[config.mk]
export PLATFORM = sky130hd
export DESIGN_NAME = zclk_top
export DESIGN_NICKNAME = d
export VERILOG_FILES = /design/src/design/zclk_pkg.sv /design/src/design/dram_phase.sv /design/src/design/slot_arbiter.sv /design/src/design/zclock.sv /design/src/design/zclk_top.sv
export VERILOG_INCLUDE_DIRS = /design/src /design/src/design
export SDC_FILE = /design/constraint.sdc
export NUM_CORES = 1
export LEC_CHECK = 0
export BUFFER_PORTS_ARGS = -buffer_cell sky130_fd_sc_hd__buf_2
export CAP_MARGIN = 30
export CORE_MARGIN = 1
export CORE_UTILIZATION = 40
export DETAILED_ROUTE_END_ITERATION = 10
export MAX_ROUTING_LAYER = met4
export SETUP_SLACK_MARGIN = 0.02
export SYNTH_ARGS = -nofsm -noshare
export SYNTH_HDL_FRONTEND = slang
export SYNTH_SLANG_ARGS = --single-unit
[constraint.sdc]
create_clock -name fclk -period 0.8 [get_ports fclk]
set_input_delay 0.08 -clock fclk [delete_from_list [all_inputs] [get_ports fclk]]
set_output_delay 0.08 -clock fclk [all_outputs]
set_load 0.01 [all_outputs]
[src/design/zclk_defs.svh]
`ifndef ZCLK_DEFS_SVH
`define ZCLK_DEFS_SVH

// one DRAM cycle is four fclk periods, so two bits of phase
`define ZCLK_PHASE_W 2

// phase at which each cycle strobe is raised
`define PH_CBEG     2'd0 // start of the DRAM cycle
`define PH_PRE_CEND 2'd2 // one before the end, feeds zpos
`define PH_CEND     2'd3 // last phase, slot decision is taken here

// cpu speed after reset is 3.5 MHz
`define TURBO_RESET 2'b00

`endif

[src/design/zclk_pkg.sv]
`default_nettype none

`include "zclk_defs.svh"

package zclk_pkg;

	// requested z80 speed
	// 00 is 3.5 MHz, anything else runs at 7 MHz
	typedef logic [1:0] turbo_t;

	// position inside a 4-cycle DRAM cycle
	typedef logic [`ZCLK_PHASE_W-1:0] phase_t;

	// who owns the current DRAM cycle
	typedef enum logic
	{
		SLOT_CPU   = 1'b0,
		SLOT_VIDEO = 1'b1
	} slot_state_t;

endpackage

`default_nettype wire

[src/design/dram_phase.sv]
`timescale 1ns/1ps
`default_nettype none

`include "zclk_defs.svh"

module dram_phase (
	input  wire  fclk,
	input  wire  rst,
	output logic cbeg,     // phase 0
	output logic pre_cend, // phase 2
	output logic cend      // phase 3
);
	import zclk_pkg::*;

	phase_t phase;     // current position in the DRAM cycle
	phase_t phase_nxt;

	assign phase_nxt = phase + phase_t'(1); // wraps 3 -> 0

	// counter parks on the last phase during reset,
	// so the first active cycle is phase 0 with cbeg up
	always_ff @(posedge fclk)
	begin
		if (rst)
		begin
			phase    <= `PH_CEND;
			cbeg     <= 1'b0;
			pre_cend <= 1'b0;
			cend     <= 1'b0;
		end
		else
		begin
			phase    <= phase_nxt;
			// strobes decoded from the next phase so they line up with phase
			cbeg     <= (phase_nxt == `PH_CBEG);
			pre_cend <= (phase_nxt == `PH_PRE_CEND);
			cend     <= (phase_nxt == `PH_CEND);
		end
	end

	// at most one strobe per fclk
	a_one_strobe: assert property (@(posedge fclk) disable iff (rst)
		$onehot0({cbeg, pre_cend, cend}))
		else $error("dram_phase: more than one cycle strobe high");

endmodule

`default_nettype wire

[src/design/slot_arbiter.sv]
`timescale 1ns/1ps
`default_nettype none

module slot_arbiter (
	input  wire  fclk,
	input  wire  rst,
	input  wire  cend,         // last phase of the DRAM cycle
	input  wire  video_active, // video fetches wanted in this line
	input  wire  cpu_req,      // z80 wants a memory access
	output logic zclk_stall,   // hold the z80 clock for one DRAM cycle
	output logic cpu_grant     // one-cycle grant at the end of a cpu slot
);
	import zclk_pkg::*;

	slot_state_t owner;     // owner of the cycle now running
	slot_state_t owner_nxt; // owner of the cycle starting after cend
	logic        slot_par;  // odd DRAM cycles may go to video
	logic        stall_nxt;

	// video takes every other cycle, and only while it is active
	assign owner_nxt = (video_active && !slot_par) ? SLOT_VIDEO : SLOT_CPU;

	// a cpu access landing on a video slot has to wait the whole cycle
	assign stall_nxt = (owner_nxt == SLOT_VIDEO) && cpu_req;

	always_ff @(posedge fclk)
	begin
		if (rst)
		begin
			owner    <= SLOT_CPU;
			slot_par <= 1'b0; // first slot belongs to the cpu
		end
		else if (cend)
		begin
			owner    <= owner_nxt;
			slot_par <= ~slot_par; // flips once per DRAM cycle
		end
	end

	// stall is only ever loaded at cend,
	// then holds for the four phases of the new cycle
	always_ff @(posedge fclk)
	begin
		if (rst)
			zclk_stall <= 1'b0;
		else if (cend)
			zclk_stall <= stall_nxt;
	end

	// grant while cend of a cpu slot is on the bus
	assign cpu_grant = cend && (owner == SLOT_CPU) && cpu_req;

	// stall edges only right after a slot decision
	a_stall_at_cend: assert property (@(posedge fclk) disable iff (rst)
		$changed(zclk_stall) |-> $past(cend))
		else $error("slot_arbiter: zclk_stall moved outside a cend boundary");

endmodule

`default_nettype wire

[src/design/zclock.sv]
`timescale 1ns/1ps
`default_nettype none

`include "zclk_defs.svh"

module zclock (
	input  wire             fclk,
	input  wire             rst,
	input  wire             rfsh_n,     // refresh part of m1, mode switch point
	input  wire zclk_pkg::turbo_t turbo, // requested speed
	input  wire             cbeg,       // DRAM cycle start
	input  wire             pre_cend,   // one before DRAM cycle end
	input  wire             zclk_stall, // drop pulses for this DRAM cycle
	output logic            zpos,       // z80 clock rising edge marker
	output logic            zneg,       // z80 clock falling edge marker
	output logic            zclk_out    // z80 clock level
);
	import zclk_pkg::*;

	logic   prec_tgl;  // halves pre_cend
	logic   h1;        // pre_cend with toggle set
	logic   h2;        // pre_cend with toggle clear
	logic   old_rfsh_n; // rfsh_n at the previous zpos
	turbo_t int_turbo;  // mode actually in use
	logic   fast;       // 7 MHz
	logic   pre_zpos;
	logic   pre_zneg;

	// every other pre_cend, giving 8-cycle spacing
	always_ff @(posedge fclk)
	begin
		if (rst)
			prec_tgl <= 1'b0;
		else if (pre_cend)
			prec_tgl <= ~prec_tgl;
	end

	assign h1 = pre_cend && prec_tgl;
	assign h2 = pre_cend && !prec_tgl;

	// mode is picked up only on a falling rfsh_n seen between two zpos,
	// so the z80 clock never changes speed mid bus cycle
	always_ff @(posedge fclk)
	begin
		if (rst)
		begin
			old_rfsh_n <= 1'b1;
			int_turbo  <= `TURBO_RESET;
		end
		else if (zpos)
		begin
			old_rfsh_n <= rfsh_n;
			if (old_rfsh_n && !rfsh_n)
				int_turbo <= turbo;
		end
	end

	// 14 MHz is not built, both upper codes fall back to 7 MHz
	assign fast = |int_turbo;

	// 7 MHz: both edges every DRAM cycle
	// 3.5 MHz: one edge per DRAM cycle, alternating
	assign pre_zpos = fast ? pre_cend : h2;
	assign pre_zneg = fast ? cbeg     : h1;

	always_ff @(posedge fclk)
	begin
		if (rst)
		begin
			zpos <= 1'b0;
			zneg <= 1'b0;
		end
		else
		begin
			zpos <= pre_zpos && !zclk_stall; // stalled cycles lose their pulses
			zneg <= pre_zneg && !zclk_stall;
		end
	end

	// clock level, one fclk behind the pulses
	always_ff @(posedge fclk)
	begin
		if (rst)
			zclk_out <= 1'b1; // z80 clock idles high
		else if (zpos)
			zclk_out <= 1'b0;
		else if (zneg)
			zclk_out <= 1'b1;
	end

	// the two edge markers never collide
	a_pos_neg_excl: assert property (@(posedge fclk) disable iff (rst)
		!(zpos && zneg))
		else $error("zclock: zpos and zneg high together");

	// a stall window from the arbiter swallows both markers
	a_stall_kills_pulses: assert property (@(posedge fclk) disable iff (rst)
		$past(zclk_stall) |-> !zpos && !zneg)
		else $error("zclock: pulse leaked through a stall");

endmodule

`default_nettype wire

[src/design/zclk_top.sv]
`timescale 1ns/1ps
`default_nettype none

module zclk_top (
	input  wire              fclk,         // 28 MHz
	input  wire              rst,
	input  wire              rfsh_n,
	input  wire zclk_pkg::turbo_t turbo,
	input  wire              video_active,
	input  wire              cpu_req,
	output logic             zpos,
	output logic             zneg,
	output logic             zclk_out,
	output logic             cpu_grant
);

	logic cbeg;       // DRAM cycle strobes
	logic pre_cend;
	logic cend;
	logic zclk_stall; // arbiter to clock generator

	// 4-phase DRAM cycle timing
	dram_phase u_phase (
		.fclk     (fclk),
		.rst      (rst),
		.cbeg     (cbeg),
		.pre_cend (pre_cend),
		.cend     (cend)
	);

	// video/cpu slot split, produces the stall
	slot_arbiter u_arb (
		.fclk         (fclk),
		.rst          (rst),
		.cend         (cend),
		.video_active (video_active),
		.cpu_req      (cpu_req),
		.zclk_stall   (zclk_stall),
		.cpu_grant    (cpu_grant)
	);

	// z80 clock edges and level
	zclock u_zclk (
		.fclk       (fclk),
		.rst        (rst),
		.rfsh_n     (rfsh_n),
		.turbo      (turbo),
		.cbeg       (cbeg),
		.pre_cend   (pre_cend),
		.zclk_stall (zclk_stall),
		.zpos       (zpos),
		.zneg       (zneg),
		.zclk_out   (zclk_out)
	);

endmodule

`default_nettype wire

==> reports/qor.yml <==
global_routing:
  grt_pass1_vias: 360
  antenna_found_initial: 0
  grt-ovfl-total: 0
  grt_usage_pct: 14.5
  grt_pass1_wl_um: 1390
  grt_max_degree: 14
setup_path:
  critical_path_class: "reg -> out"
  cp_max_fo: 2
  required_ns: 0.72
  endpoint_kind: "output port"
  critPathLaunchType: "flop"
  cp.arrival_ns: 0.88
  rr_worst_depth: 4
cts:
  path_clk_slew_ns: 0.09
  cts_root_buf: "clkbuf_4"
  cts_buffers: 3
  cts_tree: "done"
  clkSinkCount: 15
  htree_levels: 1
  cts.path.max_buffers: 2
  postCtsHoldBufs: 0
  clock_latency_ns: 0.28
timing:
  setup_viol: 11
  fmax_mhz: 1040
  worst_slack_ns: -0.160
  tightest_slew_ns: 0.257
  period_share_pct: 120
  drv_slew: 0
  hold_viol: 0
  fin_worst_skew_ns: 0.00705
  period_minus_slack_ns: 0.960
  slew_headroom_pct: 82.8
  rsz0062_at_grt: "true"
route:
  drt_pass1_iterations: 2
  top_layer: "met3"
  vias: 417
  drc: 0
  wl_um: 1010
  via_per_inst: 4.74
  drt.antenna.violating_nets: 0
  met2_length_um: 527
  wl_met1_um: 431
  route.met3.wl_um: 51
  routedWlPerCell_um: 11.5
  drt-initial-drc-count: 2
yosys:
  ys_ff_latch: 15
  seq_area_frac_synth_pct: 51.3
  synth_fp_nets: 65
  synth.distinct_cells: 20
  postSynthCellCount: 55
  synth.avg_cell_area_um2: 10.6
  yosys.area.top_type_share_pct: 51.3
  synth_top_cell_by_area: "dfxtp_1"
  synth.top_cells.by_area: "dfxtp_1 51%, nand2b_1 8.5%, ha_1 6.4%"
  synth.cell_area_um2: 586
  yosysWarnings: 0
floorplan:
  start_util_pct: 43.9
  rows: 13
  die_w_um: 40.3
  pin_count: 11
  core-area_mm2: 0.00133
  die_area_mm2: 0.00162
  die_h_um: 40.3
power_and_ir_drop:
  p_clk_share_pct: 29.0
  powerDensity_mw_per_mm2: 1710
  leakage_nw: 0.325
  switching_power_uw: 338
  p_int_mw: 1.08
  p_sw_share_pct: 23.9
  ir_drop_uv: 1180
  power_frac_seq_pct: 58.9
  p_comb_share_pct: 12.1
  total_power_mw: 1.41
placement:
  dp_hpwl_um: 600
  portBuffers: 10
  post-place-ws_ns: -0.0582
  gp_congestion: 0.642
hold_path:
  hp-class: "in -> reg"
  holdPathStages: 2
final_layout:
  syn_to_final_growth_pct: 41.5
  diodes: 0
  fillCellCount: 120
  nets: 84
  drive_above_1_share_pct: 57.5
outcome:
  status: "complete, but fails checks"
  violations: "setup timing"
run:
  drv_cap: 0
[routing by layer]
layer  GRT usage, %  vias up
li1               -      218
met1           14.2      191
met2           22.6        8
met3           10.0        0
met4           5.00        0
met5              -        -
[logic make-up after synthesis]
group                      share of synthesized area (%)
DFF                                                 51.3
adders and majority gates                           6.41
AOI/OAI and AO/OA                                   9.19
buffers and inverters                               3.85
xor gates and xnor gates                            2.99
and+or+nand+nor                                     22.9
muxes                                               3.42
[stage by stage]
stage               instance area (um^2)  TNS (ns)  cells  utilization [%]  hold slack [ns]
global route                         828     -1.13     88             62.1           0.0161
detailed placement                   666   -0.0987     81             49.9            0.305
CTS                                  754    -0.351     87             56.6           0.0111
finish                               828    -0.638     88             62.1           0.0199
global placement                     666   -0.0576     81             49.9            0.300
floorplan                            593  -0.00201     55                -            0.147
[worst max-delay path: stages (launching register included)]
cell	delay [ns]
dfxtp_4	0.35
nand2_1	0.04
nor2_1	0.07
buf_2	0.13
[cell type report]
type / instances / area, um^2 / share of cell area [%]
Sequential cell: 15 / 323 / 39.0
Multi-Input combinational cell: 36 / 335 / 40.5
Clock inverter: 1 / 5.00 / 0.604
Clock buffer: 3 / 22.5 / 2.72
Inverter: 3 / 13.8 / 1.66
Timing Repair Buffer: 15 / 110 / 13.3
Tap cell: 15 / 18.8 / 2.27
[sequential cells by signal, indices dropped and copies added (netlist names)]
register / count
u_phase.pre_cend: 1
u_arb.slot_par: 1
u_arb.zclk_stall: 1
u_zclk.zpos: 1
u_zclk.prec_tgl: 1
u_phase.cend: 1
u_zclk.zclk_out: 1
u_zclk.old_rfsh_n: 1
u_phase.phase: 2
u_zclk.zneg: 1
u_zclk.int_turbo: 2
u_arb.owner: 1
u_phase.cbeg: 1
[power by group through the flow]
| stage | logic, mW | clock network (mW) | registers (mW) |
|---|---|---|---|
| after floorplan | 0.0783 | 0 | 0.831 |
| after global placement | 0.118 | 0 | 0.834 |
| after detailed placement | 0.122 | 0 | 0.835 |
| after CTS | 0.141 | 0.437 | 0.822 |
| after global routing | 0.191 | 0.471 | 0.840 |
| final | 0.171 | 0.410 | 0.833 |
[cell usage after synthesis]
library cell  number
dfxtp_1           15
buf_6              1
nor2b_1            4
o21bai_1           1
a21oi_1            2
and3b_1            1
inv_1              3
mux2i_1            2
nand2_1            1
a211o_1            1
xnor2_1            2
nand4bb_1          1
ha_1               3
nand4b_1           1
nor2_1             5
nand2b_1           8
a211oi_1           1
nand3b_1           1
a2111oi_2          1
o21ai_0            1
[final timing paths]
path                                      start           endpoint  slack, ns
worst max-delay path               u_phase.cend          cpu_grant      -0.16
worst min-delay path                     rfsh_n  u_zclk.old_rfsh_n       0.02
worst max register to register     u_phase.cend   u_arb.zclk_stall      -0.13
worst min register to register  u_zclk.prec_tgl        u_zclk.zpos       0.46
[placed cells by master (no fill, tap or decap)]
cell and count:
a21oi_1 1, nor2_1 4, nor2_2 1, clkbuf_4 3
nand4b_1 1, dfxtp_2 6, a21oi_2 1, xnor2_2 2
a211oi_2 1, nand2b_4 1, inv_1 1, nand2_1 1
nand3b_1 1, buf_6 4, inv_4 1, a2111oi_2 1
nand4bb_1 1, o21ai_0 1, inv_2 1, mux2i_1 2
nor2b_1 4, a211o_1 1, o21bai_1 1, nand2b_1 7
buf_4 4, clkinv_2 1, buf_2 7, and3b_2 1
dfxtp_4 4, dfxtp_1 5, ha_4 3
[timing repair]
action | in CTS | in global routing
setup endpoints to repair | 11 | 16
buffers inserted | 2 | 1
pin swaps | 5 | 3
gates resized for setup | 15 | 13
(Power assumes the default switching activity.)
